File: src/common/pod_cfg_pkg.sv
////////////////////////////////////////////////////////////
// Pod datapath configuration
// Lane count, buffer sizes, fill thresholds and burst length
// for the memory side of one logic analyzer pod
////////////////////////////////////////////////////////////

package pod_cfg_pkg;

	// Lane geometry
	localparam int num_lanes = 8;
	localparam int lane_bits = 3;
	localparam int word_bits = 128;

	// Words moved per arbitration grant
	localparam int burst_len  = 4;
	localparam int phase_bits = $clog2(burst_len + 1);

	// Buffer depths and the priority threshold
	localparam int lane_depth = 64;
	localparam int lane_half  = 32;
	localparam int data_depth = 64;
	localparam int addr_depth = 16;

	// Fill count widths, one extra bit so a full buffer is representable
	localparam int lane_cnt_bits = $clog2(lane_depth) + 1;
	localparam int data_cnt_bits = $clog2(data_depth) + 1;
	localparam int addr_cnt_bits = $clog2(addr_depth) + 1;

	// One lane's write port
	typedef struct packed {
		logic                 wr;
		logic [word_bits-1:0] data;
	} lane_req_t;

	// Per-lane fill flags seen by the arbiter
	typedef struct packed {
		logic [num_lanes-1:0] half_full;
		logic [num_lanes-1:0] burst_ready;
	} lane_status_t;

endpackage

File: src/arbiter/burst_arbiter.sv
////////////////////////////////////////////////////////////
// Burst arbiter
// Picks one capture lane per burst by fill priority and
// sequences the four pop phases
////////////////////////////////////////////////////////////

`timescale 1ns/1ps

module burst_arbiter (
	input  logic                                   clk_ram_2x,
	input  logic                                   rst,
	input  logic                                   ram_ready,
	input  pod_cfg_pkg::lane_status_t              lane_status,
	input  logic [pod_cfg_pkg::data_cnt_bits-1:0]  data_free,
	input  logic [pod_cfg_pkg::addr_cnt_bits-1:0]  addr_free,
	output logic [pod_cfg_pkg::num_lanes-1:0]      lane_rd,
	output logic                                   burst_start,
	output logic [pod_cfg_pkg::lane_bits-1:0]      burst_lane
);

	import pod_cfg_pkg::*;

	// 0 is idle, 1 to burst_len are the pop phases
	logic [phase_bits-1:0] phase;

	// Result of the priority search
	logic                  hit;
	logic [lane_bits-1:0]  pick;
	logic                  can_start;

	////////////////////////////////////////////////////////////
	// Lane selection

	always_comb begin
		hit  = 1'b0;
		pick = '0;

		// First pass, highest lane past the half-full mark
		for (int i = 0; i < num_lanes; i++) begin
			if (lane_status.half_full[i]) begin
				hit  = 1'b1;
				pick = lane_bits'(i);
			end
		end

		// Second pass, highest lane with at least a whole burst
		if (!hit) begin
			for (int i = 0; i < num_lanes; i++) begin
				if (lane_status.burst_ready[i]) begin
					hit  = 1'b1;
					pick = lane_bits'(i);
				end
			end
		end
	end

	// Only start from idle, armed, and with room for the whole burst
	assign can_start = (phase == '0) && ram_ready &&
		(data_free > data_cnt_bits'(burst_len)) && (addr_free != '0);

	////////////////////////////////////////////////////////////
	// Phase sequencing

	always_ff @(posedge clk_ram_2x) begin
		if (rst) begin
			phase      <= '0;
			burst_lane <= '0;
		end else if (phase == '0) begin
			// Choice is registered, burst begins next cycle
			if (can_start && hit) begin
				phase      <= phase_bits'(1);
				burst_lane <= pick;
			end
		end else if (phase == phase_bits'(burst_len)) begin
			// Last pop, fall back to idle for one cycle
			phase <= '0;
		end else begin
			phase <= phase + 1'b1;
		end
	end

	// First pop phase doubles as the start pulse
	assign burst_start = (phase == phase_bits'(1));

	// Chosen lane is popped on every non-idle phase
	always_comb begin
		lane_rd = '0;
		if (phase != '0)
			lane_rd[burst_lane] = 1'b1;
	end

endmodule

File: config.mk
export PLATFORM = sky130hd
export DESIGN_NAME = burst_arbiter
export DESIGN_NICKNAME = d
export VERILOG_FILES = /design/src/common/pod_cfg_pkg.sv /design/src/arbiter/burst_arbiter.sv
export SDC_FILE = /design/constraint.sdc
export NUM_CORES = 1
export LEC_CHECK = 0
export BUFFER_PORTS_ARGS = -buffer_cell sky130_fd_sc_hd__buf_2
export CORE_UTILIZATION = 40
export CTS_CLUSTER_SIZE = 12
export DETAILED_ROUTE_END_ITERATION = 10
export MAX_ROUTING_LAYER = met4
export PLACE_DENSITY_LB_ADDON = 0.3
export SLEW_MARGIN = 0
export SYNTH_ARGS = -nofsm -noshare
export SYNTH_HDL_FRONTEND = slang
export SYNTH_SLANG_ARGS = --single-unit
File: constraint.sdc
create_clock -name clk_ram_2x -period 2.1 [get_ports clk_ram_2x]
set_clock_uncertainty 0.05 [all_clocks]
set_input_delay 0.105 -clock clk_ram_2x [delete_from_list [all_inputs] [get_ports clk_ram_2x]]
set_output_delay 0.105 -clock clk_ram_2x [all_outputs]
set_load 0.01 [all_outputs]
==> results of run 1 <==
state kept, by name, summed over array words and instances, names as in the netlist:
| name | flops |
|---|---|
| burst_lane | 3 |
| phase | 3 |
synthesized netlist by cell type, drive strengths merged:
library cell | n | share of area [%]
o311ai | 1 | 1.4
nand2 | 5 | 3.1
a211oi | 1 | 2.0
nand4b | 1 | 1.4
a311o | 1 | 1.8
and3 | 1 | 1.2
or3 | 2 | 2.0
a221oi | 1 | 1.4
nor2 | 9 | 5.5
ha | 3 | 6.1
o31ai | 1 | 1.2
nor2b | 4 | 4.1
nand3 | 1 | 0.82
nor3 | 10 | 8.2
nor4 | 6 | 13
a31oi | 2 | 2.0
inv | 6 | 3.7
a311oi | 2 | 2.9
and4 | 1 | 1.8
nand2b | 5 | 5.1
o21ai | 3 | 2.4
a21oi | 5 | 4.1
nand4 | 1 | 3.5
xnor2 | 1 | 1.4
dfxtp | 6 | 20
cell usage in the layout (no fill, tap or decap), drive strengths merged:
cell | synthesis | final
and3 | 1 | 1
buf | 0 | 42
ha | 3 | 3
a211oi | 1 | 1
nor4 | 6 | 6
and4 | 1 | 1
o31ai | 1 | 1
clkbuf | 0 | 3
nand2b | 5 | 5
nand4 | 1 | 1
inv | 6 | 6
nor2b | 4 | 4
a31oi | 2 | 2
a311oi | 2 | 2
o311ai | 1 | 1
nor3 | 10 | 10
nand4b | 1 | 1
nor2 | 9 | 9
nand3 | 1 | 1
a21oi | 5 | 5
a311o | 1 | 1
nand2 | 5 | 5
o21ai | 3 | 3
a221oi | 1 | 1
xnor2 | 1 | 1
dfxtp | 6 | 6
or3 | 2 | 2
through the flow:
| stage | instance area (sq um) | power [mW] | worst slack (ns) |
|---|---|---|---|
| 2_1_floorplan | 613 | 0.425 | 0.468 |
| 3_3_place_gp | 842 | 0.542 | 0.384 |
| 3_5_place_dp | 842 | 0.556 | 0.293 |
| 4_1_cts | 865 | 0.663 | 0.273 |
| 5_1_grt | 865 | 0.734 | 0.0980 |
| 6_report | 865 | 0.654 | 0.259 |
power breakdown:
part	switching [mW]	total, mW	leakage (nW)	internal (mW)
combinational	0.200	0.368	0.342	0.168
clock	0.0365	0.101	0.0138	0.0643
sequential	0.0377	0.186	0.0495	0.148
kinds of logic after synthesis:
family / Yosys count
xor+xnor: 1
fa+ha+maj: 3
flops: 6
compound gates: 17
simple gates: 46
buf+inv: 6
final cells by class:
type	instances	area, sq um	area share [%]
Tap cell	15	18.8	2.17
Clock buffer	3	22.5	2.60
Sequential cell	6	120	13.9
Inverter	6	22.5	2.60
Multi-Input combinational cell	67	470	54.4
Timing Repair Buffer	42	210	24.3
layer usage:
metal	wire length [um]	share of wire (%)	track usage [%]
met5	0	0	-
met4	36	2.5	20.2
met3	101	7.1	1.63
met2	678	48	34.4
met1	607	43	19.4
path summary, 6_finish.rpt:
check,startpoint,endpoint,slack [ns],cells past startpoint
hold / removal,rst,phase[0],0.08,2
setup reg to reg,phase[0],phase[1],0.26,6
setup / recovery,phase[0],phase[1],0.26,6
hold reg to reg,phase[2],phase[2],0.53,2
critical path: stages, from the launching register on:
cell	delay, ns
dfxtp_1	0.34
inv_1	0.07
ha_1	0.20
nand2b_1	0.14
a211oi_2	0.43
a21oi_1	0.13
or3_1	0.37
==> impl_metrics.yaml, run 1 <==
routing:
  wire_per_inst_um: 10.2
  first_iter_violations: 11
  dr.pass1.iters: 5
  via_per_inst: 5.42
  drcViolationCount: 0
  ant_nets: 0
  vias: 754
  drt_wl_total_um: 1420
grt:
  grt_pass1_vias: 569
  grt_use_total_pct: 20.1
  grt_overflow: 0
  grt_pass1_wl_um: 2130
  grt_max_degree: 9
  antenna_found_initial: 0
yosys:
  synth_cell_types: 27
  yosys.area_share.simple_pct: 49.8
  synthCells: 79
  synth_warnings: 0
  ys_seq_area_share_pct: 19.6
  ys_seq_elements: 6
  synth_top_family_by_area: "simple AND/OR/NAND/NOR gates"
  synth-compound-area-share_pct: 19.4
  synth.net_count: 113
  synth_fa_ha_area_share_pct: 6.12
  synthMuxAreaShare_pct: 0
  avgSynthCellArea_sq_um: 7.76
  syn-cell-area_sq_um: 613
  yosys.area_share.xor_xnor_pct: 1.43
sta:
  finalSetupViolCount: 0
  fmax_ghz: 0.543
  whs_ns: 0.0828
  rsz0062_at_grt: "false"
  setup_tns_ns: 0
  post-route-min-period_ns: 1.84
  min_period_over_period_pct: 87.6
  finalHoldViolations: 0
  max_slew.worst_pin.slew_ns: 0.494
  max_slew_margin_pct: 67.0
  slew_viol_final: 0
worst_setup_path:
  end_kind: "register"
  arrival_ns: 1.91
  crit_fanout: 8
  required_ns: 2.17
  critPathKind: "reg2reg"
  critPathLaunchType: "register"
clock_network:
  cts-root-buf: "clkbuf_4"
  ctsResizeCount: 0
  cts.clk_slew.worst_paths_ns: 0.04
  htreeDepth: 1
  clk-insertion-delay-late_ns: 0.24
  cts_sinks: 6
  numCtsBuffers: 3
  cts_buffer_depth: 2
  cts_setup_buffers: 0
  holdBufCountCts: 0
  cts_tree: "built"
flow_run:
  cap_violations: 0
placed_design:
  port_buffers: 42
  place.gp.congestion: 0.776
  dp_cells: 136
  hpwlAfterDp_um: 1200
die:
  die_x_um: 41.2
  fp.dieArea_sq_um: 1690
  boundaryPins: 43
  core_area_sq_um: 1370
  die_h_um: 41.2
  initial_core_util_pct: 44.9
  fp-row-count: 13
final_layout:
  layout.nets: 160
  fin_cells: 139
  syn2layout_area_growth_pct: 41.0
  post-route-util_pct: 63.3
  drive_above_1_share_pct: 43.5
  antenna_cells: 0
  fillers: 143
power:
  p_leak_nw: 0.405
  irDropWorstVdd_v: 0.000370
  power.density_nw_per_um2: 757
min_path:
  hold_path_class: "in2reg"
status:
  status: "completed"
(Power assumes the default switching activity.)
==> inputs of run 2 (changes only) <==
==> constraint.sdc (replaced) <==
create_clock -name clk_ram_2x -period 2.1 [get_ports clk_ram_2x]
set_clock_uncertainty 0.05 [all_clocks]
set_input_delay 0 -clock clk_ram_2x [delete_from_list [all_inputs] [get_ports clk_ram_2x]]
set_output_delay 0 -clock clk_ram_2x [all_outputs]
set_load 0.01 [all_outputs]
==> run 2 against run 1 <==
Against the previous run:
- power rose by 0.32%
- via count rose by 0.13%
- cell count up 0.72%
- die area stayed put
- hold slack got worse by 0.016 ns
- utilization grew 0.73 points
- worst setup slack worse by 0.0050 ns
- critical endpoint unchanged
- largest power group unchanged
- highest routed layer unchanged
==> impl_metrics.yaml, run 2 (synthesized netlist as in run 1, its figures left out) <==
final_layout:
  antenna_cells: 0
  ff_latch_area_sq_um: 120
  layout_commonest_cell: "buf_2"
  fin_cells: 140
  post-route-util_pct: 64.0
  fillers: 143
  fin_area_sq_um: 875
  reg_top3: "burst_lane x3, phase x3"
  layout_common_cells: "buf_2 (42), nor3_1 (10), nor2_1 (9)"
  layout.nets: 161
  multi_input_comb_area_sq_um: 470
  drive_above_1_share_pct: 43.2
  syn2layout_area_growth_pct: 42.7
grt:
  antenna_found_initial: 0
  grt_use_met3_pct: 1.63
  grt_overflow: 0
  grt_max_degree: 9
  grt_pass1_wl_um: 2150
  grt_pass1_vias: 578
  grt_use_total_pct: 20.4
  busiest_layer: "met2"
  met1_usage_pct: 19.4
  grtUsageMet2_pct: 35.2
clock_network:
  numCtsBuffers: 3
  cts_buffer_depth: 2
  htreeDepth: 1
  cts_tree: "built"
  cts_sinks: 6
  cts-root-buf: "clkbuf_4"
  clk-insertion-delay-late_ns: 0.24
  ctsResizeCount: 0
  holdBufCountCts: 1
  cts.clk_slew.worst_paths_ns: 0.04
  cts_setup_buffers: 0
routing:
  via_per_inst: 5.39
  wire_per_inst_um: 10.2
  ant_nets: 0
  dr.pass1.iters: 4
  first_iter_violations: 11
  drt_wl_total_um: 1430
  drcViolationCount: 0
  vias: 755
status:
  status: "completed"
power:
  power_frac_clock_pct: 15.3
  power.switching_uw: 275
  seq_power_share_pct: 28.3
  p_int_uw: 381
  swShare_pct: 41.9
  irDropWorstVdd_v: 0.000386
  power.density_nw_per_um2: 750
  p_leak_nw: 0.409
  pwr-share-comb_pct: 56.3
min_path:
  min_path_cells: 4
  hold_path_class: "in2reg"
sta:
  min_period_over_period_pct: 87.9
  slew_viol_final: 0
  setup_tns_ns: 0
  max_slew_margin_pct: 66.6
  finalSetupViolCount: 0
  post-route-min-period_ns: 1.85
  fmax_ghz: 0.542
  finalHoldViolations: 0
  rsz0062_at_grt: "false"
  max_slew.worst_pin.slew_ns: 0.500
die:
  die_h_um: 41.2
  fp.dieArea_sq_um: 1690
  initial_core_util_pct: 44.9
  core_area_sq_um: 1370
  boundaryPins: 43
  fp-row-count: 13
  die_x_um: 41.2
placed_design:
  port_buffers: 42
  dp_cells: 136
  place.gp.congestion: 0.776
  hpwlAfterDp_um: 1200
  place_area_sq_um: 842
worst_setup_path:
  required_ns: 2.17
  end_kind: "register"
  r2r_cells: 6
  critPathKind: "reg2reg"
  crit_fanout: 8
  critPathLaunchType: "register"
  arrival_ns: 1.91
flow_run:
  cap_violations: 0
[run 2: changes by cell type in the layout (fill, tap and decap cells not counted)]
cell / delta
dlygate4sd3_1: +1
[run 2: final timing paths]
path                                      from            end  slack, ns
worst max-delay path                  phase[0]       phase[1]       0.25
worst max register to register        phase[0]       phase[1]       0.25
worst min register to register        phase[2]       phase[2]       0.53
worst min-delay path            lane_status[8]  burst_lane[2]       0.07
[run 2: routing by layer]
layer  vias up  wire length (um)
li1        393                 -
met2        37               686
met3         4                96
met5         -                 0
met4         0                36
met1       321               614
[run 2: critical path: stages, from the launching register on]
cell and delay (ns):
dfxtp_1 0.34, inv_1 0.07, ha_1 0.20, nand2b_1 0.14, a211oi_2 0.43, a21oi_1 0.13, or3_1 0.37
[run 2: cell type report]
class / instances / share of cell area (%)
multi-input cells: 67 / 53.8
repair buffers: 43 / 25.2
flip-flops and latches: 6 / 13.7
clock buffers: 3 / 2.58
inverters: 6 / 2.58
well taps: 15 / 2.15
[run 2: per-stage QoR]
step | setup slack [ns] | power (mW) | hold WS [ns]
6_report | 0.254 | 0.656 | 0.0668
5_1_grt | 0.0980 | 0.738 | 0.0755
4_1_cts | 0.273 | 0.664 | 0.0599
3_5_place_dp | 0.293 | 0.556 | 0.219
3_3_place_gp | 0.384 | 0.542 | 0.222
2_1_floorplan | 0.468 | 0.425 | 0.0191
[run 2: power groups by stage]
stage	clock network, mW	registers (mW)	logic [mW]
after global placement	0	0.187	0.355
after floorplan	0	0.188	0.237
after CTS	0.107	0.186	0.371
after global routing	0.118	0.194	0.426
final	0.101	0.186	0.370
after detailed placement	0	0.189	0.367
