===== src/logic/sample_fifo.sv =====
////////////////////////////////////////////////////////////
// Single-clock FIFO
// Circular buffer with a registered read port, reporting
// free slots and fill count
////////////////////////////////////////////////////////////

`timescale 1ns/1ps

module sample_fifo #(
	parameter int width = 8,
	parameter int depth = 16
) (
	input  logic                       clk_ram_2x,
	input  logic                       rst,
	input  logic                       wr,
	input  logic [width-1:0]           din,
	input  logic                       rd,
	output logic [width-1:0]           dout,
	output logic [$clog2(depth):0]     wsize,
	output logic [$clog2(depth):0]     rsize
);

	// Depth must be a power of two so the pointers wrap by themselves
	localparam int ptr_w = $clog2(depth);
	localparam int cnt_w = ptr_w + 1;

	logic [width-1:0] mem [depth];
	logic [ptr_w-1:0] wr_ptr;
	logic [ptr_w-1:0] rd_ptr;
	logic [cnt_w-1:0] count;

	// Qualified strobes, overflow and underflow are dropped
	logic wr_ok;
	logic rd_ok;

	assign wr_ok = wr && (count != cnt_w'(depth));
	assign rd_ok = rd && (count != '0);

	////////////////////////////////////////////////////////////
	// Pointers and fill count

	always_ff @(posedge clk_ram_2x) begin
		if (rst) begin
			wr_ptr <= '0;
			rd_ptr <= '0;
			count  <= '0;
		end else begin
			if (wr_ok)
				wr_ptr <= wr_ptr + 1'b1;
			if (rd_ok)
				rd_ptr <= rd_ptr + 1'b1;
			case ({wr_ok, rd_ok})
				2'b10:   count <= count + 1'b1;
				2'b01:   count <= count - 1'b1;
				default: count <= count;
			endcase
		end
	end

	////////////////////////////////////////////////////////////
	// Storage and registered read port

	always_ff @(posedge clk_ram_2x) begin
		if (wr_ok)
			mem[wr_ptr] <= din;
		// Word shows up on dout the cycle after rd
		if (rd_ok)
			dout <= mem[rd_ptr];
	end

	assign rsize = count;
	assign wsize = cnt_w'(depth) - count;

endmodule


===== config.mk =====
export PLATFORM = sky130hd
export DESIGN_NAME = sample_fifo
export DESIGN_NICKNAME = d
export VERILOG_FILES = /design/src/logic/sample_fifo.sv
export SDC_FILE = /design/constraint.sdc
export NUM_CORES = 1
export LEC_CHECK = 0
export ABC_CLOCK_PERIOD_IN_PS = 10250
export BUFFER_PORTS_ARGS = -buffer_cell sky130_fd_sc_hd__buf_2
export CAP_MARGIN = 40
export CORE_ASPECT_RATIO = 1.25
export CORE_UTILIZATION = 55
export CTS_CLUSTER_DIAMETER = 50
export DETAILED_ROUTE_END_ITERATION = 8
export GPL_ROUTABILITY_DRIVEN = 0
export PLACE_DENSITY = 0.76
export SLEW_MARGIN = 40
export SYNTH_ARGS = -nofsm -noshare
export SYNTH_HDL_FRONTEND = slang
export SYNTH_SLANG_ARGS = --single-unit
export TNS_END_PERCENT = 1

===== constraint.sdc =====
create_clock -name clk_ram_2x -period 10.25 [get_ports clk_ram_2x]
set_input_delay 0.5125 -clock clk_ram_2x [delete_from_list [all_inputs] [get_ports clk_ram_2x]]
set_output_delay 0.5125 -clock clk_ram_2x [all_outputs]
set_load 0.02 [all_outputs]

==> qor.yml, run 1 <==
grt:
  grt_antenna_before_repair: 0
  overflow: 0
  grt_pass1_vias: 2814
  grt_pass1_wl_mm: 16.44
  track_usage: 0.2116
  grt_max_degree: 36
cts:
  clk_latency_ns: 0.41
  clockBufferDepth: 2
  cts_setup_buffers: 0
  cts_buffers: 17
  cts_resized: 0
  cts_hold_buf: 0
  ctsHtreeMaxLevel: 4
  cts_tree: "done"
  root_buffer: "clkbuf_16"
  cts_sinks: 149
  clk_pin_slew_ns: 0.05
worst_hold_path:
  whs_endpoint: "wr_ptr[0]"
  min-delay-start: "rst"
  worstHoldPathCells: 2
  holdCritPathClass: "primary input to register"
worst_setup_path:
  cpMostUsedCell: "ha_1"
  start_kind: "register"
  r2r_slack_ns: 6.87
  r2r_cells: 13
  worst_path_dominant_cell_family: "adder cells"
  critPathRequiredTime_ns: 10.55
  cp-end-kind: "register"
  r2r_end: "rsize[4]"
  path_class: "register to register"
  crit_fanout: 9
  max_stage_delay_ns: 0.52
  path_cells: "inv_1 -> ha_1 -> nor3b_1 -> ha_1 -> nor2b_1 -> inv_1 -> ha_1 -> xor2_1 -> ha_1 -> and3b_1 -> o21ai_0 -> a31oi_1 -> mux2_2"
  path_buf_inv: 2
  cp_slowest_cell: "nor2b_1"
  arrival_ns: 3.69
  rr_startpoint: "rsize[1]"
pwr:
  p_leak_nw: 2.279
  peakVddDrop_uv: 111.9
  p_per_area_mw_per_mm2: 243.9
die:
  die_h_microns: 119.5
  fp.dieW_microns: 96
  die_area_sq_mm: 0.01147
  initial_core_util: 0.5694
  io_pins: 30
  rows: 42
  core_area_sq_mm: 0.01067
layout:
  layout_commonest_cell: "edfxtp_1"
  fill_cells: 700
  layout-drive-gt1-share: 0.2464
  utilization: 0.6399
  fin_nets: 362
  antennaDiodeCount: 0
  stdcell_area_sq_mm: 0.006827
  area_growth_syn_to_layout_pct: 12.38
  layout_common_cells: "edfxtp_1, buf_2, nor2_1"
  final_cells: 481
placement:
  port-buffer-count: 29
  dpl_cell_area_sq_mm: 0.006280
  dp_hpwl_mm: 6.754
  dpl.cell_count: 451
timing:
  relSlewSlack: 0.4253
  fin_worst_skew_ns: 0.005105
  min_period_over_period: 0.3302
  timing.fmax_mhz: 295.5
  grt_setup_unrepaired: "false"
  setup_viol_count_final: 0
  drv_slew: 0
  post-route-min-period_ns: 3.384
  finalSetupTns_ns: 0
  whs_ns: 0.4630
  worst_slew_pin_slew_ns: 0.8588
  final_hold_viol_count: 0
run:
  maxCapViolCount: 0
yosys:
  yosysTopAreaCell: "edfxtp_1"
  synth-edff-count: 136
  synth.distinct_cells: 33
  synth_cells: 304
  synth.area.top_cells: "edfxtp_1, mux4_1, mux4_2, dfxtp_1, ha_1"
  synth_ff_type: "edfxtp_1"
  avgSynthCellArea_sq_um: 19.98
  ys_seq_elements: 149
  synthArstFlopShare: 0
  synth_area_sq_mm: 0.006075
  seq_area_frac_synth: 0.7151
  yosys_warnings: 0
  syn-num-nets: 327
  synth_top_area_share: 0.6723
drt:
  viasPerCell: 5.936
  routed_wl_mm: 10.80
  first_pass_iters: 5
  ant_nets: 0
  vias: 2855
  drc_errors: 0
  post_drt_wl_per_cell_microns: 22.46
  drt_iter0_markers: 248
status:
  status: "complete, no violations"
[layout make-up]
class | instances | area [sq um] | share of cell area
Sequential cell | 149 | 4349 | 0.6371
Clock inverter | 6 | 81.33 | 0.01191
Clock buffer | 23 | 447.9 | 0.06562
Inverter | 7 | 26.28 | 0.003849
Tap cell | 132 | 165.2 | 0.02419
Timing Repair Buffer | 35 | 190.2 | 0.02786
Multi-Input combinational cell | 129 | 1567 | 0.2295
[worst max path at each step]
stage | from | cells past startpoint | endpoint | slack (ns)
finish | rsize[1] | 13 | rsize[4] | 6.87
global placement | rsize[1] | 12 | rsize[4] | 6.70
floorplan | rsize[1] | 15 | rsize[4] | 6.82
CTS | rsize[0] | 12 | rsize[4] | 6.84
detailed placement | rsize[0] | 13 | rsize[4] | 6.85
global route | rsize[1] | 13 | rsize[4] | 6.57
[power by group]
group	total (mW)	internal (mW)	leakage [nW]	switching, mW
Sequential	0.742	0.709	1.34	0.0325
Clock	0.568	0.352	0.256	0.216
Combinational	0.356	0.163	0.686	0.193
[synth_stat cells (4+ instances only)]
library cell and number:
dfxtp_1 13, mux4_2 21, mux4_1 19, buf_6 4, nor3_1 5, xnor2_1 4
nor2b_1 5, ha_1 11, clkbuf_1 8, edfxtp_1 136, a21oi_1 4, inv_1 7
nand2_1 6, o21ai_0 4, xor2_1 7, nor2_1 26
[stage by stage]
step	setup WS [ns]	power [mW]
CTS	6.838	1.680
floorplan	6.818	1.034
global placement	6.703	1.100
finish	6.866	1.665
global route	6.568	1.740
detailed placement	6.846	1.114
[routing by layer]
| metal | vias to the layer above | global-route usage | wire (microns) |
|---|---|---|---|
| met1 | 1463 | 0.2610 | 4391 |
| met4 | 0 | 0.06810 | 122 |
| met3 | 8 | 0.06971 | 476 |
| met2 | 100 | 0.3506 | 5813 |
| met5 | - | 0 | 0 |
| li1 | 1284 | - | - |
[worst reg2reg max path, delay by kind of cell, from the launching register on]
kind	cells	cell delay [ns]
DFF	1	0.48
and+or+nand+nor	3	0.85
muxes	1	0.35
adders and majority gates	4	0.95
buffers and inverters	2	0.22
xor gates and xnor gates	1	0.19
AOI/OAI and AO/OA	2	0.25
[logic make-up after synthesis]
logic type,Yosys count,share of synthesized area
flip-flops,149,0.7151
buffers and inverters,26,0.02904
XOR/XNOR,11,0.01586
multiplexers,44,0.1670
AND/OR/NAND/NOR,51,0.03893
adder cells (fa/ha/maj),11,0.02266
AO/OA/AOI/OAI,12,0.01133
[flip-flops by register name, summed over array words and instances, names as in the netlist]
name	flops
rd_ptr	4
dout	8
rsize	5
wr_ptr	4
mem	128
(Power assumes the default switching activity.)
==> inputs of run 2 (changes only) <==
ABC_AREA = 1   (was not set)
ABC_CLOCK_PERIOD_IN_PS = 2850   (was 10250)
PLACE_DENSITY = 0.78   (was 0.76)
clock period = 2.85 ns   (was 10.25 ns; I/O delays follow)
==> run 2 against run 1 <==
Effect of this change: register-to-register slack lost 6.6 ns; sequential share of layout area shrank 3.4 points; critical path depth grew 6; maximum frequency grew 32%; setup slack lost 6.6 ns; worst hold slack lost 0.39 ns; cell area grew 5.7%; largest power group unchanged; cell count grew 50%.
==> qor.yml, run 2 <==
status:
  status: "complete, no violations"
pwr:
  peakVddDrop_uv: 814.8  # +630%
  p_per_area_mw_per_mm2: 939.9  # +290%
  p_leak_nw: 2.653  # +16%
yosys:
  yosys_warnings: 0  # unchanged
  synth_compound_area_frac: 0.1166  # +0.1053
  synth-edff-count: 136  # unchanged
  synth_xor_area_frac: 0.005611  # -0.01025
  synth.distinct_cells: 21  # -36%
  synth_cells: 531  # +75%
  synth.mux.area_fraction: 0  # -0.1670
  synth-adder-area-share: 0.02204  # -0.0006130
  synth_top_family_by_area: "compound AO/OA/AOI/OAI gates"
  yosys.area_share.simple: 0.1050  # +0.06608
  synth_most_common_cell: "edfxtp_1"
  avgSynthCellArea_sq_um: 11.76  # -41%
  synth_area_sq_mm: 0.006243  # +2.8%
  yosysTopAreaCell: "edfxtp_1"
  ys_seq_elements: 149  # unchanged
  synth_ff_type: "edfxtp_1"
  syn-num-nets: 554  # +69%
  synth_top_area_share: 0.6541  # -0.01819
  synth.area.top_cells: "edfxtp_1, nor2_1, o21ai_0, o211ai_1, dfxtp_1"
  synth.top_cells.by_count: "edfxtp_1, nor2_1, o21ai_0"
  synthArstFlopShare: 0  # unchanged
  seq_area_frac_synth: 0.6958  # -0.01935
placement:
  dp_slack_ns: 0.1364  # -6.709 ns
  port-buffer-count: 29  # unchanged
  dp_hpwl_mm: 8.463  # +25%
  dpl.cell_count: 689  # +53%
worst_setup_path:
  cp-end-kind: "register"
  r2r_slack_ns: 0.28  # -6.59 ns
  crit_fanout: 7  # -2
  rr_startpoint: "rsize[0]"
  path_class: "register to register"
  critPathRequiredTime_ns: 3.17  # -7.38 ns
  crit_start: "rsize[0]"
  start_kind: "register"
  arrival_ns: 2.89  # -0.80 ns
die:
  io_pins: 30  # unchanged
  initial_core_util: 0.5633  # -0.006102
  die_area_sq_mm: 0.01178  # +2.7%
  core_area_sq_mm: 0.01108  # +3.9%
  rows: 43  # +2.4%
  fp.dieW_microns: 97.30  # +1.3%
  die_h_microns: 121.1  # +1.4%
layout:
  fill_cells: 783  # +12%
  layout_commonest_cell: "edfxtp_1"
  fin_nets: 597  # +65%
  antennaDiodeCount: 0  # unchanged
  layout_common_cells: "edfxtp_1, nor2_1, o21ai_0"
  final_cells: 722  # +50%
  ff_latch_area_sq_mm: 0.004348  # about the same
  largest_reg_flops: 128  # unchanged
  area_growth_syn_to_layout_pct: 15.53
  layout-drive-gt1-share: 0.1482  # -0.09821
  multi_input_area_sq_mm: 0.001572  # +0.32%
  top_register: "mem"
drt:
  vias: 4202  # +47%
  drt_iter0_markers: 361  # +46%
  ant_nets: 0  # unchanged
  post_drt_wl_per_cell_microns: 18.52  # -18%
  first_pass_iters: 5  # unchanged
  routed_wl_mm: 13.37  # +24%
  drc_errors: 0  # unchanged
  viasPerCell: 5.820  # -1.9%
timing:
  final_hold_viol_count: 0  # unchanged
  drv_slew: 0  # unchanged
  fin_ws_ns: 0.2796  # -6.586 ns
  finalSetupTns_ns: 0  # unchanged
  worst_slew_pin_slew_ns: 0.7703  # -0.08853 ns
  post-route-min-period_ns: 2.570  # -0.8139 ns
  timing.fmax_mhz: 389.0  # +32%
  relSlewSlack: 0.4865  # +0.06113
  whs_ns: 0.07779  # -0.3852 ns
  grt_setup_unrepaired: "false"
  min_period_over_period: 0.9019  # +0.5717
  fin_worst_skew_ns: 0.006066  # +0.0009611 ns
  setup_viol_count_final: 0  # unchanged
cts:
  clk_latency_ns: 0.42  # about the same
  clk_pin_slew_ns: 0.06  # about the same
  clockBufferDepth: 2  # unchanged
  cts_buffers: 17  # unchanged
  root_buffer: "clkbuf_16"
  cts_setup_buffers: 0  # unchanged
  cts_sinks: 149  # unchanged
  cts_tree: "done"
  ctsHtreeMaxLevel: 4  # unchanged
  cts_resized: 0  # unchanged
  cts_hold_buf: 0  # unchanged
grt:
  grt_antenna_before_repair: 0  # unchanged
  track_usage: 0.2381  # +0.02644
  use_met2: 0.4239  # +0.07324
  busiest_layer: "met2"
  grt_max_degree: 88  # +140%
  grt_pass1_vias: 4097  # +46%
  overflow: 0  # unchanged
  grt_pass1_wl_mm: 20.94  # +27%
  met3_usage: 0.05184  # -0.01787
  use_met1: 0.2827  # +0.02169
run:
  maxCapViolCount: 0  # unchanged
worst_hold_path:
  min-delay-start: "rst"
  holdCritPathClass: "primary input to register"
==> run 2: changes by cell type after synthesis, sizes merged, moves of 3 or more <==
cell	before	now
o211ai	0	40
nor2	26	85
mux4	40	0
inv	7	49
nor3	5	2
a211oi	0	3
o21ai	4	61
buf	11	19
nand3	1	26
nor2b	5	0
a21oi	4	20
nand2	6	49
xor2	7	2
==> run 2: cell families (layout without fill, tap and decap cells) <==
kind of cell               Yosys count  after routing
buffers and inverters               79            135
and+or+nand+nor                    164            164
adders and majority gates           11             11
xor gates and xnor gates             4              4
DFF                                149            149
AOI/OAI and AO/OA                  124            124
==> run 2: where the power goes <==
part	internal [mW]	total, mW	leakage [nW]	switching [mW]
clock	1.44	2.24	0.293	0.808
combinational	0.598	1.86	1.02	1.27
sequential	2.58	2.67	1.34	0.0905
total	4.61	6.78	2.65	2.17
==> run 2: layer usage <==
layer  wire length, microns  share of wire
met1                   5210           0.39
met2                   7055           0.53
met3                    878          0.066
met4                    229          0.017
met5                      0              0
==> run 2: final timing paths <==
kind / to / cells after the start
max: rsize[4] / 19
min: rd_ptr[0] / 2
max reg2reg: rsize[4] / 19
min reg2reg: rsize[0] / 2
==> run 2: final cells by class <==
cell class / instances / share of cell area
Clock buffer: 22 / 0.06574
Clock inverter: 10 / 0.01787
Inverter: 51 / 0.02654
Multi-Input combinational cell: 303 / 0.2179
Sequential cell: 149 / 0.6028
Tap cell: 135 / 0.02342
Timing Repair Buffer: 52 / 0.04579
==> run 2: critical path: stages (launching register included) <==
cell,delay [ns]
dfxtp_2,0.38
inv_1,0.09
ha_1,0.22
nand2_1,0.07
nor2_1,0.05
ha_1,0.19
nor2_1,0.13
inv_1,0.13
ha_4,0.21
nand2_1,0.09
inv_1,0.06
nor2_1,0.14
ha_1,0.17
inv_1,0.03
nand2_1,0.11
nand3_1,0.11
nand3_1,0.09
nand3_1,0.08
nand2_1,0.07
inv_1,0.04
==> run 2: through the flow <==
stage	power, mW	area [sq um]	utilization
global route	7.090	7213	0.6508
detailed placement	4.519	6575	0.5932
finish	6.780	7213	0.6508
global placement	4.435	6575	0.5932
floorplan	4.012	6246	-
CTS	6.753	7178	0.6477
==> inputs of run 3 (changes only) <==
PLACE_DENSITY = 0.76   (was 0.78)
==> run 3 against run 2 <==
Effect of this change: non-clock buffer count is 2 higher; largest power group unchanged; first-iteration DRC count shrank 16%; highest routed layer unchanged; routed wire length rose by 0.92%.
==> qor.yml, run 3 (same netlist as run 2, synthesis figures left out) <==
pwr:
  finalPower_mw: 6.775  # about the same
  p_comb_frac: 0.274  # about the same
  p_leak_nw: 2.655  # about the same
  p_switching_mw: 2.161  # -0.23%
  seq_power_share: 0.395  # about the same
  p_per_area_mw_per_mm2: 941.2  # +0.14%
  sw_frac_of_total: 0.3189  # -0.0005403
  peakVddDrop_uv: 799.3  # -1.9%
  p_int_mw: 4.614  # about the same
  p_clk_frac: 0.331  # about the same
cts:
  cts_setup_buffers: 0  # unchanged
  clockBufferDepth: 2  # unchanged
  root_buffer: "clkbuf_16"
  clk_latency_ns: 0.42  # about the same
  ctsHtreeMaxLevel: 4  # unchanged
  clk_pin_slew_ns: 0.06  # about the same
  cts_tree: "done"
  cts_buffers: 17  # unchanged
  cts_sinks: 149  # unchanged
drt:
  viasPerCell: 5.878  # +1.0%
  ant_nets: 0  # unchanged
  post_drt_wl_per_cell_microns: 18.64  # +0.64%
  drc_errors: 0  # unchanged
  first_pass_iters: 4  # -1
  vias: 4256  # +1.3%
  drt_iter0_markers: 303  # -16%
  routed_wl_mm: 13.50  # +0.92%
die:
  die_area_sq_mm: 0.01178  # unchanged
  rows: 43  # unchanged
  core_area_sq_mm: 0.01108  # unchanged
  io_pins: 30  # unchanged
  fp.dieW_microns: 97.30  # unchanged
  initial_core_util: 0.5633  # unchanged
  die_h_microns: 121.1  # unchanged
layout:
  fill_cells: 788  # +0.64%
  largest_reg_flops: 128  # unchanged
  layout-drive-gt1-share: 0.1443  # -0.003899
  antennaDiodeCount: 0  # unchanged
  fin_nets: 599  # +0.34%
  area_growth_syn_to_layout_pct: 15.29
  ff_latch_area_sq_mm: 0.004348  # unchanged
  layout_common_cells: "edfxtp_1, nor2_1, o21ai_0"
  layout_commonest_cell: "edfxtp_1"
  multi_input_area_sq_mm: 0.001562  # -0.64%
  top_register: "mem"
worst_setup_path:
  path_cells: "inv_1 -> ha_1 -> nand2_1 -> nor2_1 -> ha_1 -> nor2_1 -> inv_1 -> ha_2 -> nand2_1 -> inv_1 -> nor2_1 -> ha_1 -> inv_1 -> nand2_1 -> nand3_1 -> nand3_1 -> nand3_1 -> nand2_1 -> inv_1"
  crit_fanout: 7  # unchanged
  cpMostUsedCell: "inv_1"
  path_buf_inv: 5  # unchanged
  max_stage_delay_ns: 0.38  # about the same
  cp_slowest_cell: "dfxtp_2"
  cp.depth: 19  # unchanged
  arrival_ns: 2.92  # +0.03 ns
  r2r_cells: 19  # unchanged
  critPathRequiredTime_ns: 3.17  # about the same
  cp-end-kind: "register"
  start_kind: "register"
  worst_path_dominant_cell_family: "simple AND/OR/NAND/NOR gates"
  path_class: "register to register"
timing:
  setup_viol_count_final: 0  # unchanged
  worst_slew_pin_slew_ns: 0.7841  # +0.01384 ns
  fin_worst_skew_ns: 0.006820  # +0.0007547 ns
  drv_slew: 0  # unchanged
  relSlewSlack: 0.4772  # -0.009228
  min_period_over_period: 0.9115  # +0.009560
  fin_ws_ns: 0.2524  # -0.02725 ns
  final_hold_viol_count: 0  # unchanged
  post-route-min-period_ns: 2.598  # +0.02725 ns
  grt_setup_unrepaired: "false"
  finalSetupTns_ns: 0  # unchanged
  timing.fmax_mhz: 385.0  # -1.0%
placement:
  dp_hpwl_mm: 8.502  # +0.47%
  dp_slack_ns: 0.1531  # +0.01667 ns
  port-buffer-count: 29  # unchanged
grt:
  track_usage: 0.2420  # +0.003885
  grt_pass1_vias: 4253  # +3.8%
  grt_max_degree: 88  # unchanged
  grt_pass1_wl_mm: 21.13  # +0.92%
  grt_antenna_before_repair: 0  # unchanged
  overflow: 0  # unchanged
status:
  status: "complete, no violations"
worst_hold_path:
  worstHoldPathCells: 2  # unchanged
  holdCritPathClass: "primary input to register"
run:
  maxCapViolCount: 0  # unchanged
==> run 3: cell count changes in the layout (fill, tap and decap cells not counted) <==
cell	before	now
clkinvlp_4	2	0
buf_4	22	25
ha_4	1	0
clkbuf_8	3	0
ha_2	0	1
clkinv_4	0	1
bufinv_16	3	4
buf_12	1	0
clkinv_2	4	3
clkinv_1	3	7
==> run 3: layout make-up <==
type,instances,share of cell area
Inverter,51,0.02659
Clock buffer,19,0.06014
Timing Repair Buffer,54,0.04624
Sequential cell,149,0.6040
Clock inverter,13,0.02260
Tap cell,135,0.02347
Multi-Input combinational cell,303,0.2169
==> run 3: path summary, 6_finish.rpt <==
| check | start | endpoint | slack, ns |
|---|---|---|---|
| worst max-delay path | rsize[0] | rsize[4] | 0.25 |
| worst min register to register | rsize[0] | rsize[0] | 0.51 |
| worst max register to register | rsize[0] | rsize[4] | 0.25 |
| worst min-delay path | rst | rd_ptr[0] | 0.08 |
==> run 3: worst reg2reg max path: cells and delay by family (launching register included) <==
family	cells	cell delay (ns)
AND/OR/NAND/NOR	10	0.95
adder cells (fa/ha/maj)	4	0.84
flip-flops	1	0.38
buffers and inverters	5	0.35
==> run 3: per-stage QoR <==
stage          area (sq um)  hold WS, ns    util  std cells
2_1_floorplan          6246       0.2414       -        531
3_3_place_gp           6598       0.4862  0.5953        692
3_5_place_dp           6598       0.5005  0.5953        692
4_1_cts                7193      0.06871  0.6490        724
5_1_grt                7198      0.08924  0.6495        724
6_report               7198      0.08052  0.6495        724
==> run 3: power by group through the flow <==
stage                     Clock, mW  Sequential [mW]  Combinational [mW]
final                          2.24             2.67                1.86
after global routing           2.35             2.69                2.05
after CTS                      2.25             2.67                1.85
after detailed placement          0             2.71                1.83
after global placement            0             2.70                1.76
after floorplan                   0             2.81                1.20
==> run 3: repair_timing <==
action                                  CTS  global route
hold buffers                              0             0
resized for setup                         0             3
endpoints found under the setup margin    0             2
==> run 3: routing by layer <==
layer | vias up | global-route usage | wire length, microns
met4 | 0 | 0.1186 | 398
li1 | 1965 | - | -
met1 | 2055 | 0.2655 | 5122
met3 | 35 | 0.05876 | 790
met5 | - | 0 | 0
met2 | 201 | 0.4384 | 7184
